$ cat src/source/core_pkg.sv
package core_pkg;

	// RV64I integer width
	localparam int XLEN = 64;

	// Architectural registers only
	// x0 is hardwired, x1..x31 are real storage
	localparam int NUM_XREG = 32;

	// Index width follows the register count
	localparam int REG_IDX_W = $clog2(NUM_XREG);

	// One register value
	typedef logic [XLEN-1:0] xdata_t;

	// Register number as it appears in an instruction
	typedef logic [REG_IDX_W-1:0] reg_idx_t;

endpackage

$ cat src/source/lsu_pkg.sv
package lsu_pkg;
	import core_pkg::*;

	// Load buffer slots
	localparam int LU_DEPTH = 4;

	// Store queue entries, power of two so pointers wrap by themselves
	localparam int SU_DEPTH = 4;

	// Slot number inside the load buffer
	typedef logic [$clog2(LU_DEPTH)-1:0] lu_slot_t;

	// Store queue pointer and fill count
	typedef logic [$clog2(SU_DEPTH)-1:0] su_ptr_t;
	typedef logic [$clog2(SU_DEPTH+1)-1:0] su_cnt_t;

	// Dispatched load, MSB first
	// {lb, lh, lw, ld, lbu, lhu, lwu, imm[63:0], rd, rs1}
	localparam int LU_FLAG_W = 7;
	localparam int LU_INFO_W = LU_FLAG_W + XLEN + 2 * REG_IDX_W;

	// rd sits just above rs1
	localparam int LU_RD_LSB = REG_IDX_W;

	typedef logic [LU_INFO_W-1:0] lu_info_t;

	// Dispatched store, MSB first
	// {sb, sh, sw, sd, imm[63:0], rs1, rs2}
	localparam int SU_FLAG_W = 4;
	localparam int SU_INFO_W = SU_FLAG_W + XLEN + 2 * REG_IDX_W;

	typedef logic [SU_INFO_W-1:0] su_info_t;

	// Load execute parameter, MSB first
	// {fun_b, fun_h, fun_w, fun_d, rd, addr[63:0], is_unsigned}
	// Signed and unsigned flavours share one function bit
	localparam int LU_FUN_W = 4;
	localparam int LU_EXE_W = LU_FUN_W + REG_IDX_W + XLEN + 1;

	typedef logic [LU_EXE_W-1:0] lu_exeparam_t;

	// Store execute parameter, MSB first
	// {sb, sh, sw, sd, addr[63:0], data[63:0]}
	localparam int SU_EXE_W = SU_FLAG_W + 2 * XLEN;

	typedef logic [SU_EXE_W-1:0] su_exeparam_t;

endpackage

$ cat src/source/su_issue_fifo.sv
module su_issue_fifo import lsu_pkg::*; (
	input  logic     CLK,
	input  logic     rst_n,
	input  logic     push,
	input  su_info_t push_info,
	input  logic     pop,
	// Oldest store, valid while not empty
	output su_info_t head_info,
	output logic     empty,
	output logic     full
);

	su_info_t mem [SU_DEPTH];
	su_ptr_t  rd_ptr;
	su_ptr_t  wr_ptr;
	su_cnt_t  count;
	logic     push_ok;
	logic     pop_ok;

	assign push_ok = push & ~full;
	assign pop_ok  = pop & ~empty;

	// Pointers and fill level
	always_ff @(posedge CLK or negedge rst_n) begin
		if (!rst_n) begin
			rd_ptr <= '0;
			wr_ptr <= '0;
			count  <= '0;
		end else begin
			if (push_ok) begin
				wr_ptr <= wr_ptr + 1'b1;
			end
			if (pop_ok) begin
				rd_ptr <= rd_ptr + 1'b1;
			end
			// Simultaneous push and pop leave count alone
			if (push_ok && !pop_ok) begin
				count <= count + 1'b1;
			end else if (pop_ok && !push_ok) begin
				count <= count - 1'b1;
			end
		end
	end

	// Entry storage
	always_ff @(posedge CLK) begin
		if (push_ok) begin
			mem[wr_ptr] <= push_info;
		end
	end

	assign head_info = mem[rd_ptr];
	assign empty     = (count == '0);
	assign full      = (count == su_cnt_t'(SU_DEPTH));

	// Dispatch side must respect full
	no_overflow_a: assert property (@(posedge CLK) disable iff (!rst_n)
		push |-> !full);

	// Issue stage only pops a present head
	no_underflow_a: assert property (@(posedge CLK) disable iff (!rst_n)
		pop |-> !empty);

endmodule

$ cat config.mk
export PLATFORM = sky130hd
export DESIGN_NAME = su_issue_fifo
export DESIGN_NICKNAME = d
export VERILOG_FILES = /design/src/source/core_pkg.sv /design/src/source/lsu_pkg.sv /design/src/source/su_issue_fifo.sv
export SDC_FILE = /design/constraint.sdc
export NUM_CORES = 1
export LEC_CHECK = 0
export BUFFER_PORTS_ARGS = -buffer_cell sky130_fd_sc_hd__buf_2
export CAP_MARGIN = 25
export CORE_ASPECT_RATIO = 1.25
export CORE_UTILIZATION = 60
export CTS_CLUSTER_DIAMETER = 100
export DETAILED_ROUTE_END_ITERATION = 7
export GPL_TIMING_DRIVEN = 1
export PLACE_DENSITY = 0.89
export SLEW_MARGIN = 20
export SYNTH_ARGS = -nofsm -noshare
export SYNTH_HDL_FRONTEND = slang
export SYNTH_SLANG_ARGS = --single-unit
$ cat constraint.sdc
create_clock -name CLK -period 9.2 [get_ports CLK]
set_clock_uncertainty 0.2 [all_clocks]
set_input_delay 1.84 -clock CLK [delete_from_list [all_inputs] [get_ports CLK]]
set_output_delay 1.84 -clock CLK [all_outputs]
set_load 0.05 [all_outputs]
# Yosys cells after proc, flatten, opt, wreduce, memory -nomap -nowiden
# Memory sizes are Yosys's and may differ from the RTL's.
# Index checks and enable logic that the tools add are counted.
[classes]
n_eq_ne = 1
muxes = 4
n_bitwise = 4
n_addsub = 4
n_reduce_logical = 6
[ops]
columns = ["op", "count"]
rows = [
  ["$mux W3", 2],
  ["$add A2 B1 Y2 const B", 2],
  ["$add A3 B1 Y3 const B", 1],
  ["$eq A3 B3 Y1 const B", 1],
  ["$logic_not A3 Y1", 1],
  ["$sub A3 B1 Y3 const B", 1],
  ["$and A1 B1 Y1", 2],
  ["$logic_and A1 B1 Y1", 2],
  ["$logic_not A1 Y1", 2],
  ["$mux W1", 2],
  ["$not A1 Y1", 2],
  ["$reduce_bool A2 Y1", 1],
]
[totals]
ramBits = 312
word_cells = 23
reg_bits = 7
memories = 1
output_inout_bits = 80
input_bits = 82
[mem_list]
columns = ["name", "words", "word_bits", "rd", "rd_ports_with_merged_regs", "write_ports", "line", "text"]
rows = [
  ["mem", 4, 78, 1, 0, 1, "su_issue_fifo.sv:13", "su_info_t mem [SU_DEPTH];"],
]

# Logic depth before layout (Yosys ltp)
[depth]
depth_word = 7
depth_mapped = 9
depth_no_buf = 8

# Worst setup path after synthesis
# No wires, ideal clock.
[synth_timing]
path_type = "input-to-reg"
startpoint = "in push"
endpoint = "mem mem[0][0] (netlist name), enable pin"
t_required_ns = 8.555
slack_ns = 4.616
arrival_time_ns = 3.939
cell_stages = 3
cell_sequence = "nor2b_1 > buf_6 > and2_1"
[synth_between]
elab_chain_cells = 3
[synth_rtl]
columns = ["element", "line", "text"]
rows = [
  ["start, declared", "su_issue_fifo.sv:4", "input logic push,"],
  ["$and A1 B1 Y1", "su_issue_fifo.sv:20", "assign push_ok = push & ~full;"],
  ["via push_ok", "su_issue_fifo.sv:17", "logic push_ok;"],
  ["$mux W1", "su_issue_fifo.sv:47", "if (push_ok) begin"],
  ["$mux W1 (implied by the code)", "su_issue_fifo.sv:48", "mem[wr_ptr] <= push_info;"],
  ["end, declared", "su_issue_fifo.sv:13", ""],
]
# The timed path passes the listed nets, and every way through them passes these cells.

# Worst setup path after layout
[layout_timing]
startpoint = "reg rd_ptr[0]"
endpoint = "out head_info[58]"
[layout_between]
elab_chain_cells = 1
[layout_rtl]
columns = ["element", "line", "text"]
rows = [
  ["start, declared", "su_issue_fifo.sv:14", "su_ptr_t rd_ptr;"],
  ["start signal, assigned", "su_issue_fifo.sv:34", "rd_ptr <= rd_ptr + 1'b1;"],
  ["$mem_v2 Z4 W78", "--", ""],
  ["end, declared", "su_issue_fifo.sv:8", "output su_info_t head_info,"],
]
# No other way between the ends.

==> metrics <==
post-synthesis mux area share 15.12%; Setup Buffers After CTS 0; CTS tree yes; CP Cell Sequence buf_4 -> mux4_2 -> buf_2; crit share post-route 56.15%; share of layout cells above drive strength 1 46.51%; Worst Reg-to-Reg Cells 4; Detailed Place HPWL 12330 um; Post-synth ARST share 2.194%; Peak Freq 193.6 MHz; Residual DRC 0; area growth from synthesis to layout 16.28%; top post-synthesis cells by area edfxtp_1 80%, mux4_2 15%, dfrtp_1 1.5%; reg2reg end mem[1][50]; chip height 158.6 um; IO Pins 162; Die Width 127.3 um; first-pass GRT wire length 30050 um; simple-gate share of the synthesized area 0.5317%; sequential area share after synthesis 81.11%; Bufs on Longest Clock Path 3; top-area cell type share of the netlist area 79.63%; gpl congestion 0.6952; drt first pass iters 4; Tot Pwr 5119 uW; Hold/Removal Path Class flop to flop; 1st-iter DRT viols 286; vias in the first global route 5515; CP Capture Type output pin; GRT Total Usage 20.50%; Starting Density 61.97%; DR vias/cell 5.640; Leak Pwr 0.004687 uW; Post-Syn Instances 444; wirelength, routed 20070 um; clock slew at reported path FFs 0.06 ns; count leader, synth edfxtp_1; compound-cell area share of the yosys netlist 0%; Placed Area 12750 um^2; Slew Limit Fails 0; Post-synth EDFFs 312; WP data required 7.16 ns; maximum number of pins on one net before global-route repair 59; Worst path max stage delay 0.92 ns; Core Footprint 18990 um^2; Syn Nets 532; synthesized area 11770 um^2; ANT nets after route 0; Max Cap Viol 0; crit-path leading delay family buffers and inverters; Buf/Inv on CP 2; status finished, final reports clean; Finish-stage setup viols 0; Crit Reg-Reg Startpoint count[2]; CP max FO 43; post-synthesis register bit count 319; largest family of logic cells by synthesized area multiplexers; post_cts resized 0; gr ovfl total 0; pwr dens 374.1 nW/um^2; layout net count 711; RSZ-0062 raised after global routing false; final hold vios 0; clk sinks 319; HP Start count[2]; Yosys cell types 20; maximum VDD drop 0.0002555 V; Worst slew margin 42.89%; routed len/inst 22.11 um; dominant synthesized flop cell edfxtp_1; Clock Tree Root clkbuf_16; I/O Buffers 161; Hold Path Sink count[2]; TritonCTS buffer count 29; DIE AREA 20180 um^2; Critical Path AT 3.13 ns; Setup crit start kind flop; hold path depth 1; Synth Area in Adders 0.7018%; Post-Synth XOR/XNOR Area 0.4466%; Final Critical Period 5.165 ns; Post-synth top cells 312 x edfxtp_1, 78 x mux4_2, 8 x buf_12, 8 x buf_2, 7 x dfrtp_1; design area 13680 um^2; initial antenna violation count 2; number of H-tree levels 1; largest area contributor in the netlist edfxtp_1; R2R setup slack 6.28 ns; kind of critical path flop to output pin; Setup TNS Final 0 ns; clk_lat worst skew 0.53 ns; Worst-Margin Slew 0.8566 ns; cts hold-fix bufs 0; Mean Syn Cell Area 26.50 um^2; row cnt 56; via count 5121; synth warn 0; slowest cell on the critical path dfrtp_4
## logic make-up (layout without fill, tap and decap cells)
logic type / count (synthesis) / count (layout)
muxes: 80 / 80
xor gates and xnor gates: 6 / 6
adders and majority gates: 6 / 6
DFF: 319 / 319
other: 0 / 2
buffers and inverters: 23 / 224
and+or+nand+nor: 10 / 10
## through the flow
stage / utilization, % / setup WS (ns) / hold slack (ns) / instances
2_1_floorplan: - / 4.616 / 0.2453 / 444
3_3_place_gp: 67.01 / 4.507 / 0.2598 / 852
3_5_place_dp: 67.15 / 4.490 / 0.2760 / 853
4_1_cts: 72.03 / 3.907 / 0.2914 / 906
5_1_grt: 72.03 / 3.762 / 0.3058 / 906
6_report: 72.05 / 4.035 / 0.3025 / 908
## state kept, by name (all words and copies together) (netlist names)
register  flops
count         3
mem         312
rd_ptr        2
wr_ptr        2
## cell usage in the layout, fill, tap and decap left out, types with 4 or more instances in the layout
master     count
clkbuf_16     29
mux4_2        78
buf_2        161
clkbuf_1       5
clkbuf_8       5
ha_1           5
edfxtp_1     312
xnor2_1        4
inv_1          4
clkinv_4       4
clkinv_2       5
buf_4          5
and2_4         4
dfrtp_1        5
## where the power goes
part           internal (uW)  total (uW)  switching, uW
logic                    580        1910           1330
clock network            649        1140            490
registers               1930        2070            146
## worst max path at each step
stage	startpoint	endpoint	slack (ns)	depth (start not counted)
after floorplan	push	mem[0][0]	4.62	3
after global placement	rd_ptr[0]	head_info[48]	4.51	3
after detailed placement	rd_ptr[0]	head_info[39]	4.49	3
after CTS	rd_ptr[0]	head_info[39]	3.91	3
after global routing	rd_ptr[0]	head_info[39]	3.76	3
final	rd_ptr[0]	head_info[58]	4.03	3
## cell type report
type,instances,area (um^2)
Inverter,4,15.01
Clock buffer,39,813.3
Clock inverter,14,112.6
Multi-Input combinational cell,102,1987
Sequential cell,319,9552
Tap cell,261,326.6
Antenna cell,2,5.005
Timing Repair Buffer,167,870.8
Fill cell,1080,5306
## worst reg2reg max path, cell delays in order, from the launching register on
cell     delay (ns)
dfrtp_1        0.40
nor3b_2        0.17
nor2b_1        0.48
and2_4         0.63
buf_4          0.63
## routing by layer
metal / share of wire (%) / up-vias / routed length [um] / GRT usage [%]
met5: 0.060 / - / 12 / 0
met4: 2.3 / 2 / 452 / 6.973
met3: 5.6 / 35 / 1130 / 4.805
met2: 54 / 156 / 10780 / 36.66
met1: 38 / 2673 / 7699 / 24.71
li1: - / 2255 / - / -
Note: power is estimated with default switching activity, not from simulation.
