===== src/source/core_pkg.sv =====
package core_pkg;

	// RV64I integer width
	localparam int XLEN = 64;

	// Architectural registers only
	// x0 is hardwired, x1..x31 are real storage
	localparam int NUM_XREG = 32;

	// Index width follows the register count
	localparam int REG_IDX_W = $clog2(NUM_XREG);

	// One register value
	typedef logic [XLEN-1:0] xdata_t;

	// Register number as it appears in an instruction
	typedef logic [REG_IDX_W-1:0] reg_idx_t;

endpackage


===== src/source/lsu_pkg.sv =====
package lsu_pkg;
	import core_pkg::*;

	// Load buffer slots
	localparam int LU_DEPTH = 4;

	// Store queue entries, power of two so pointers wrap by themselves
	localparam int SU_DEPTH = 4;

	// Slot number inside the load buffer
	typedef logic [$clog2(LU_DEPTH)-1:0] lu_slot_t;

	// Store queue pointer and fill count
	typedef logic [$clog2(SU_DEPTH)-1:0] su_ptr_t;
	typedef logic [$clog2(SU_DEPTH+1)-1:0] su_cnt_t;

	// Dispatched load, MSB first
	// {lb, lh, lw, ld, lbu, lhu, lwu, imm[63:0], rd, rs1}
	localparam int LU_FLAG_W = 7;
	localparam int LU_INFO_W = LU_FLAG_W + XLEN + 2 * REG_IDX_W;

	// rd sits just above rs1
	localparam int LU_RD_LSB = REG_IDX_W;

	typedef logic [LU_INFO_W-1:0] lu_info_t;

	// Dispatched store, MSB first
	// {sb, sh, sw, sd, imm[63:0], rs1, rs2}
	localparam int SU_FLAG_W = 4;
	localparam int SU_INFO_W = SU_FLAG_W + XLEN + 2 * REG_IDX_W;

	typedef logic [SU_INFO_W-1:0] su_info_t;

	// Load execute parameter, MSB first
	// {fun_b, fun_h, fun_w, fun_d, rd, addr[63:0], is_unsigned}
	// Signed and unsigned flavours share one function bit
	localparam int LU_FUN_W = 4;
	localparam int LU_EXE_W = LU_FUN_W + REG_IDX_W + XLEN + 1;

	typedef logic [LU_EXE_W-1:0] lu_exeparam_t;

	// Store execute parameter, MSB first
	// {sb, sh, sw, sd, addr[63:0], data[63:0]}
	localparam int SU_EXE_W = SU_FLAG_W + 2 * XLEN;

	typedef logic [SU_EXE_W-1:0] su_exeparam_t;

endpackage


===== src/source/first_zero_finder.sv =====
module first_zero_finder import lsu_pkg::*; #(
	// Any power of two, pos_t must hold log2(WIDTH) bits
	parameter int WIDTH = LU_DEPTH,
	parameter type pos_t = lu_slot_t
) (
	input  logic [WIDTH-1:0] in_bits,
	output pos_t             pos,
	output logic             all_ones
);

	// Walk from the top down so the lowest zero is written last
	always_comb begin
		pos = '0;
		for (int i = WIDTH - 1; i >= 0; i--) begin
			if (!in_bits[i]) begin
				pos = pos_t'(i);
			end
		end
	end

	// No zero anywhere, pos is then meaningless
	assign all_ones = &in_bits;

endmodule


===== src/source/lu_issue_buffer.sv =====
module lu_issue_buffer import lsu_pkg::*; (
	input  logic                CLK,
	input  logic                rst_n,
	input  logic                dispatch_strobe,
	input  lu_info_t            dispatch_info,
	// Issue stage takes one slot per cycle
	input  logic                pop,
	input  lu_slot_t            pop_slot,
	output logic [LU_DEPTH-1:0] alloc,
	output lu_info_t            slot_info [LU_DEPTH],
	output logic                full
);

	lu_slot_t free_slot;
	logic     dispatch_ok;

	// Lowest unallocated slot, all allocated means full
	first_zero_finder #(
		.WIDTH (LU_DEPTH),
		.pos_t (lu_slot_t)
	) u_free_pick (
		.in_bits  (alloc),
		.pos      (free_slot),
		.all_ones (full)
	);

	// Strobe while full is dropped
	assign dispatch_ok = dispatch_strobe & ~full;

	// Allocation bits
	// Pop hits an occupied slot, dispatch a free one, never the same
	always_ff @(posedge CLK or negedge rst_n) begin
		if (!rst_n) begin
			alloc <= '0;
		end else begin
			if (pop) begin
				alloc[pop_slot] <= 1'b0;
			end
			if (dispatch_ok) begin
				alloc[free_slot] <= 1'b1;
			end
		end
	end

	// Slot payload, only meaningful under its alloc bit
	always_ff @(posedge CLK) begin
		if (dispatch_ok) begin
			slot_info[free_slot] <= dispatch_info;
		end
	end

	// Issue stage may only select occupied slots
	pop_alloc_a: assert property (@(posedge CLK) disable iff (!rst_n)
		pop |-> alloc[pop_slot]);

endmodule


===== config.mk =====
export PLATFORM = sky130hd
export DESIGN_NAME = lu_issue_buffer
export DESIGN_NICKNAME = d
export VERILOG_FILES = /design/src/source/core_pkg.sv /design/src/source/lsu_pkg.sv /design/src/source/first_zero_finder.sv /design/src/source/lu_issue_buffer.sv
export SDC_FILE = /design/constraint.sdc
export NUM_CORES = 1
export LEC_CHECK = 0
export ABC_CLOCK_PERIOD_IN_PS = 5600
export BUFFER_PORTS_ARGS = -buffer_cell sky130_fd_sc_hd__clkbuf_2
export CAP_MARGIN = 20
export CORE_AREA = 2 2 161 163
export CTS_CLUSTER_DIAMETER = 200
export DETAILED_ROUTE_END_ITERATION = 12
export DIE_AREA = 0 0 163 165
export PLACE_DENSITY_LB_ADDON = 0.12
export SYNTH_ARGS = -nofsm -noshare
export SYNTH_HDL_FRONTEND = slang
export SYNTH_HIERARCHICAL = 1
export SYNTH_SLANG_ARGS = --single-unit

===== constraint.sdc =====
create_clock -name CLK -period 5.6 [get_ports CLK]
set_input_delay 0.28 -clock CLK [delete_from_list [all_inputs] [get_ports CLK]]
set_output_delay 0.28 -clock CLK [all_outputs]
set_load 0.02 [all_outputs]

* Yosys cells after proc, flatten, opt, wreduce, memory -nomap -nowiden
Index checks and enable logic that the tools add are counted. Widths: inputs -> output; s select.
Storage, ports and cells: flip-flop bits (word level) 328, input port bits 87, logic and storage cells 34
Cells by class: $lt $le $gt $ge 6, mux-type cells 13, bitwise operators 6, reduce and logical (&&, ||, !) cells 4
Operators with widths (number):
- $bwmux 324 | 1
- $demux 81 s2 | 1
- $mux 81 | 1
- $mux 2 | 4
- $mux 4 | 2
- $lt 2x3->1 const B | 2
- $and 4x4->4 | 1
- $demux 1 s2 | 2
- $ge 2x1->1 const B | 2
- $not 4->4 | 1
- $or 4x4->4 | 1
- $reduce_and 4->1 | 1
- $ge 3x3->1 const B | 1
- $logic_and 1x1->1 | 3
- $lt 3x1->1 const B | 1
- $not 2->3 | 1
- $mux 1 | 2
- $and 1x1->1 | 1
- $not 1->1 | 1

* Longest topological paths before layout
Gate-level depths: netlist of the first run.
word-level depth 10, gate-level depth with buffers 4

* Cells and area by module
The synthesis of the first run kept the hierarchy.
By module, submodules not included:
- lu_issue_buffer | times used 1, cells each 341, area each 9938.3 um^2, seq. area each 9829.4 um^2
- first_zero_finder | times used 1, cells each 6, area each 30.0 um^2, seq. area each 0.0 um^2

* Worst setup path before layout of the first run
Ideal clock, no wire load.
kind reg2reg, from register alloc[0], to register slot_info[243] (netlist bit) (enable), setup time 570 ps, arrival 5247 ps, required time 5030 ps, slack -216 ps, stages on the path, launching flop included 4, period minus slack after synthesis 5816 ps, cells stage by stage dfrtp_1 > nand2_1 > nor2_1 > nor4b_2
On the way: word-level cells in the longest chain between the ends 3
Ends and longest elaborated chain:
- from (decl) | RTL line lu_issue_buffer.sv:9 | output logic [LU_DEPTH-1:0] alloc,
- from (signal assigned) | RTL line lu_issue_buffer.sv:34 | alloc <= '0;
- from (signal, indexed assignment) | RTL line lu_issue_buffer.sv:37 | alloc[pop_slot] <= 1'b0;
- from (signal, indexed assignment) | RTL line lu_issue_buffer.sv:40 | alloc[free_slot] <= 1'b1;
- $reduce_and 4->1 | RTL line first_zero_finder.sv:22 | assign all_ones = &in_bits;
- named net full | RTL line lu_issue_buffer.sv:11 | output logic full
- $not 1->1 | RTL line lu_issue_buffer.sv:28 | assign dispatch_ok = dispatch_strobe & ~full;
- $and 1x1->1 | RTL line lu_issue_buffer.sv:28
- to (signal, indexed assignment) | RTL line lu_issue_buffer.sv:48 | slot_info[free_slot] <= dispatch_info;
- to (decl) | RTL line lu_issue_buffer.sv:10 | output lu_info_t slot_info [LU_DEPTH],
The timed path passes the listed nets, and every way through them passes these cells. A chain may end at the register's enable or synchronous reset.

* Final worst setup path of the first run
from register alloc[1], to register slot_info[20] (netlist bit) (enable)
On the way: word-level cells in the longest chain between the ends 3
Ends and longest elaborated chain (RTL line):
- $reduce_and 4->1 | first_zero_finder.sv:22
- $not 1->1 | lu_issue_buffer.sv:28
- $and 1x1->1 | lu_issue_buffer.sv:28
Every way passes these cells.

==> results of run 1 <==
## kinds of logic (layout without fill, tap and decap cells)
family / count (synthesis) / count (layout)
other cells: 0 / 1
compound gates: 6 / 6
buf+inv: 0 / 521
flops: 328 / 328
simple gates: 13 / 13
## critical path, cell delays in order, from the launching register on
cell and delay (ns):
dfrtp_1 0.41, nand2_1 0.10, a21oi_1 0.51, and4b_4 0.82, buf_4 0.63
## worst max-delay path by stage
stage / endpoint / slack (ns)
5_1_grt: slot_info[27]$_DFFE_PP_ / 2.47
2_1_floorplan: slot_info[162]$_DFFE_PP_ / 0.60
6_report: slot_info[20]$_DFFE_PP_ / 2.68
3_5_place_dp: slot_info[20]$_DFFE_PP_ / 2.63
4_1_cts: slot_info[59]$_DFFE_PP_ / 2.64
3_3_place_gp: slot_info[81]$_DFFE_PP_ / 2.78
## timing repair
action | 4_1_cts | 5_1_grt
hold buffers | 40 | 0
endpoints found under the hold margin | 155 | 0
gates resized for setup | 0 | 0
## cells in the mapped netlist
| cell | count | area [um^2] |
|---|---|---|
| a21boi_1 | 1 | 7.51 |
| a21o_1 | 3 | 22.5 |
| a21oi_1 | 1 | 5.00 |
| and4b_1 | 1 | 10.0 |
| and4bb_2 | 1 | 12.5 |
| dfrtp_1 | 4 | 100 |
| edfxtp_1 | 324 | 9730 |
| nand2_1 | 2 | 7.51 |
| nand2b_1 | 1 | 6.26 |
| nand3_1 | 1 | 5.00 |
| nand3b_1 | 3 | 22.5 |
| nor2_1 | 2 | 7.51 |
| nor4b_2 | 1 | 15.0 |
| o2bb2ai_1 | 1 | 8.76 |
| or3b_1 | 1 | 8.76 |
## state kept, by name, indices dropped and copies added, names as in the netlist
signal / flops
slot_info: 324
alloc: 4
## metal layers
layer / up-vias / track usage, %
li1: 2417 / -
met1: 2667 / 18.0
met2: 303 / 28.5
met3: 56 / 5.63
met4: 0 / 7.44
met5: - / 0
## report_power, final
| part | switching (uW) | internal (uW) |
|---|---|---|
| Combinational | 1230 | 393 |
| Sequential | 151 | 3370 |
| Clock | 858 | 1290 |
## final cells by class
class	count	area [um^2]
Timing Repair Buffer	461	2540
Clock buffer	41	941
Multi-Input combinational cell	19	163
Clock inverter	19	145
Antenna cell	1	2.50
Tap cell	330	413
Fill cell	1986	11000
Sequential cell	328	9830
## through the flow
| stage | util [%] | setup slack, ns |
|---|---|---|
| 2_1_floorplan | - | 0.600 |
| 3_3_place_gp | 50.0 | 2.78 |
| 3_5_place_dp | 50.1 | 2.63 |
| 4_1_cts | 56.1 | 2.64 |
| 5_1_grt | 56.1 | 2.47 |
| 6_report | 56.1 | 2.68 |
==> flow_metrics.tcl, run 1 <==
set metrics [dict create \
    critPathLaunchType "flop" \
    wl_met1_um 8470 \
    setup_tns_ns 0 \
    grt-ovfl-total 0 \
    nets 931 \
    cts_root_buf "clkbuf_16" \
    synth-xor-area-share_pct 0 \
    dr_wl_met2_um 12000 \
    cts_tree "built" \
    wl_met3_um 2070 \
    ant_nets 0 \
    muxShareOfSynthArea_pct 0 \
    r2r_slack_ns 2.68 \
    cts_setup_buffers 0 \
    crit_start "alloc[1]$_DFF_PN0_" \
    track_usage_pct 16.3 \
    endpoint_kind "flop" \
    r2r_start "alloc[1]$_DFF_PN0_" \
    core_area_um2 25000 \
    place.gp.congestion 0.797 \
    core.rowCount 58 \
    yosysWarnings 6 \
    setup_viol 0 \
    num_vias 5443 \
    cp_max_fo 43 \
    synth.avg_cell_area_um2 28.7 \
    layout_commonest_cell "clkbuf_2" \
    grt_pass1_vias 5443 \
    hpwl_um 15800 \
    drv_cap 0 \
    drive_gt1_share_pct 54.6 \
    fin_crit_sh_pct 52.2 \
    place_inst 1098 \
    antenna_found_initial 1 \
    routed_wl_um 23400 \
    reg2reg_depth 4 \
    die_x_um 163 \
    slew-limit-headroom_pct 50.7 \
    grt_pass1_wl_um 32200 \
    drt-pass1-iter-count 4 \
    avgRoutedWirePerCell_um 19.5 \
    r2r_end "slot_info[20]$_DFFE_PP_" \
    synth.distinct_cells 15 \
    via_per_inst 4.54 \
    tightest_slew_ns 0.740 \
    outcome "finished, final reports clean" \
    layout_common_cells "clkbuf_2, edfxtp_1, dlygate4sd3_1" \
    clk_latency_ns 0.49 \
    hold_slack_ns 0.0186 \
    yosys.area_share.simple_pct 0.954 \
    synth_fa_ha_area_share_pct 0 \
    maxUsedRoutingLayer "met4" \
    syn-num-nets 434 \
    stdcell_area_um2 14000 \
    synth_top_family_by_area "simple AND/OR/NAND/NOR gates" \
    synth.yosys.seq_area_share_pct 98.6 \
    hold_violations 0 \
    io_pins 416 \
    clock-sinks 328 \
    clk_pin_slew_ns 0.06 \
    power_uw 7290 \
    ys_seq_elements 328 \
    rsz0062_at_grt "false" \
    netlist_area_um2 9970 \
    start_util_pct 39.8 \
    cp_data_arrival_time_ns 3.04 \
    leakagePower_uw 0.00555 \
    min_from "dispatch_info[27]" \
    peakVddDrop_uv 339 \
    placed_cell_area_um2 12500 \
    timing.final.crit_period_ns 2.92 \
    worstSetupPathType "flop to flop" \
    hold_path_end "slot_info[189]$_DFFE_PP_" \
    syn_inst 347 \
    hold_path_depth 1 \
    finalNonFillerCells 1199 \
    grt_start_max_net_pins 50 \
    required_ns 5.72 \
    die_h_um 165 \
    fmax_mhz 342 \
    cts_buffers 34 \
    p_per_area_nw_per_um2 519 \
    drtIter0Drc 247 \
    syn2layout_area_growth_pct 40.8 \
    dieArea_um2 26900 \
    synth-compound-area-share_pct 0.439 \
    finClkSkew_ns 0.00980 \
    drc 0 \
    max-clock-path-buffers 3 \
    min_path_type "input port to flop" \
    cts_max_level 2 \
    numPortBuffers 415 \
    slew_viol_final 0 \
]
(Power assumes the default switching activity.)
==> run 2: changes to the inputs <==
--- a/config.mk
+++ b/config.mk
@@ -5,7 +5,7 @@
 export SDC_FILE = /design/constraint.sdc
 export NUM_CORES = 1
 export LEC_CHECK = 0
-export ABC_CLOCK_PERIOD_IN_PS = 5600
+export ABC_CLOCK_PERIOD_IN_PS = 2870
 export BUFFER_PORTS_ARGS = -buffer_cell sky130_fd_sc_hd__clkbuf_2
 export CAP_MARGIN = 20
 export CORE_AREA = 2 2 161 163
==> constraint.sdc (replaced) <==
create_clock -name CLK -period 2.87 [get_ports CLK]
set_input_delay 0.1435 -clock CLK [delete_from_list [all_inputs] [get_ports CLK]]
set_output_delay 0.1435 -clock CLK [all_outputs]
set_load 0.02 [all_outputs]
==> run 2 against run 1 <==
Compared with the run above: sequential share of layout area down 2.8 points; cell count rose by 4.3%; setup slack got worse by 2.1 ns; highest routed layer is now met5; routed wire length is 3.3% higher; critical path type unchanged; non-clock buffer count rose by 50; first-iteration DRC count up 54%; clock skew grew 0.0048 ns; critical path depth did not move; sequential power up 96%; via count rose by 3.3%; fmax grew 29%; sequential cell count did not move.
==> flow_metrics.tcl, run 2 (synthesis results as in run 1) <==
set metrics [dict create \
    grt_pass1_vias 5910 \
    drive_gt1_share_pct 52.5 \
    cts_buffers 34 \
    endpoint_kind "flop" \
    fmax_mhz 442 \
    cts_root_buf "clkbuf_16" \
    p_per_area_nw_per_um2 995 \
    r2r_start "alloc[1]$_DFF_PN0_" \
    setup_viol 0 \
    slew-limit-headroom_pct 56.9 \
    rsz0062_at_grt "false" \
    fill_cells 1913 \
    min_path_type "input port to flop" \
    multi_input_area_um2 186 \
    clk_pin_slew_ns 0.06 \
    outcome "finished, final reports clean" \
    largest_reg_flops 324 \
    leakagePower_uw 0.00579 \
    largest-register "slot_info" \
    avgRoutedWirePerCell_um 19.4 \
    io_pins 416 \
    track_usage_pct 17.2 \
    core_area_um2 25000 \
    grt_pass1_wl_um 34100 \
    nets 981 \
    drt-pass1-iter-count 4 \
    place.gp.congestion 0.788 \
    start_util_pct 39.8 \
    tightest_slew_ns 0.647 \
    crit_start "alloc[1]$_DFF_PN0_" \
    worst_slack_ns 0.608 \
    grt-ovfl-total 0 \
    slew_viol_final 0 \
    finalNonFillerCells 1250 \
    reg.largest.list "slot_info (324), alloc (4)" \
    critPathLaunchType "flop" \
    clk_latency_ns 0.50 \
    via_per_inst 4.50 \
    fin_crit_sh_pct 78.8 \
    n_antenna_cell 0 \
    place_inst 1100 \
    drv_cap 0 \
    numPortBuffers 415 \
    antenna_found_initial 1 \
    clock-sinks 328 \
    cp_max_fo 43 \
    cts_resized 0 \
    worstSetupPathType "flop to flop" \
    dpl_worst_slack_ns 0.592 \
    cp_data_arrival_time_ns 2.43 \
    syn2layout_area_growth_pct 46.8 \
    dieArea_um2 26900 \
    hpwl_um 16300 \
    layout_common_cells "clkbuf_2, edfxtp_1, dlygate4sd3_1" \
    routed_wl_um 24200 \
    cts_max_level 2 \
    required_ns 3.04 \
    num_vias 5623 \
    core.rowCount 58 \
    grt_start_max_net_pins 83 \
    peakVddDrop_uv 705 \
    seq_area_um2 9830 \
    die_h_um 165 \
    ant_nets 0 \
    r2r_slack_ns 0.61 \
    drc 0 \
    drtIter0Drc 381 \
    die_x_um 163 \
    ctsHoldBuffers 88 \
    min_from "dispatch_strobe" \
    max-clock-path-buffers 3 \
    timing.final.crit_period_ns 2.26 \
    hold_violations 0 \
    cts_setup_buffers 0 \
    cts_tree "built" \
    layout_commonest_cell "clkbuf_2" \
    finClkSkew_ns 0.0146 \
]
run 2: changes by cell type in the layout (fill, tap and decap cells not counted), moves of 2 or more:
| cell | previous run | this run |
|---|---|---|
| buf_12 | 0 | 3 |
| bufinv_16 | 2 | 4 |
| clkbuf_1 | 4 | 8 |
| dfrtp_1 | 4 | 0 |
| dlygate4sd3_1 | 40 | 88 |
| inv_6 | 0 | 2 |
| clkinv_2 | 7 | 5 |
| clkinvlp_4 | 2 | 0 |
| dfrtp_2 | 0 | 4 |
run 2: cell type report:
cell class              count  area share [%]
multi-input cells          19            1.27
clock buffers              45            6.53
well taps                 330            2.82
flip-flops and latches    328            67.2
repair buffers            511            20.9
clock inverters            17            1.27
run 2: final timing paths:
kind / depth (start not counted) / endpoint
max in group asynchronous: 3 / alloc[3]$_DFF_PN0_
max reg2reg: 4 / slot_info[29]$_DFFE_PP_
min reg2reg: 1 / alloc[0]$_DFF_PN0_
min in group asynchronous: 3 / alloc[0]$_DFF_PN0_
min: 3 / alloc[1]$_DFF_PN0_
max: 4 / slot_info[29]$_DFFE_PP_
run 2: stage by stage:
| step | utilization (%) | total power [uW] | setup TNS (ns) | hold WS (ns) | area (um^2) |
|---|---|---|---|---|---|
| finish | 58.4 | 14600 | 0 | 0.0676 | 14600 |
| global placement | 50.4 | 10200 | 0 | -0.0486 | 12600 |
| global route | 58.4 | 15200 | 0 | 0.0984 | 14600 |
| detailed placement | 50.4 | 10200 | 0 | -0.0422 | 12600 |
| CTS | 58.4 | 14700 | 0 | 0.0640 | 14600 |
| floorplan | - | 8780 | -122.95 | -0.152 | 10000 |
run 2: metal layers:
metal / track usage, % / wire length (um) / vias up
met5: 0 / 7 / -
met4: 6.60 / 653 / 2
met3: 6.43 / 2220 / 49
met2: 32.1 / 13100 / 272
met1: 17.4 / 8170 / 2776
li1: - / - / 2524
run 2: report_power, final:
part           switching (uW)  total [uW]  internal [uW]
Sequential                310        6890           6580
Combinational            2420        3270            852
Clock                    1680        4400           2710
Total                    4420       14600          10100
run 2: critical path: stages, from the launching register on:
cell     delay (ns)
dfrtp_2        0.42
nand2_2        0.08
a21oi_1        0.51
and4b_4        0.56
buf_12         0.32
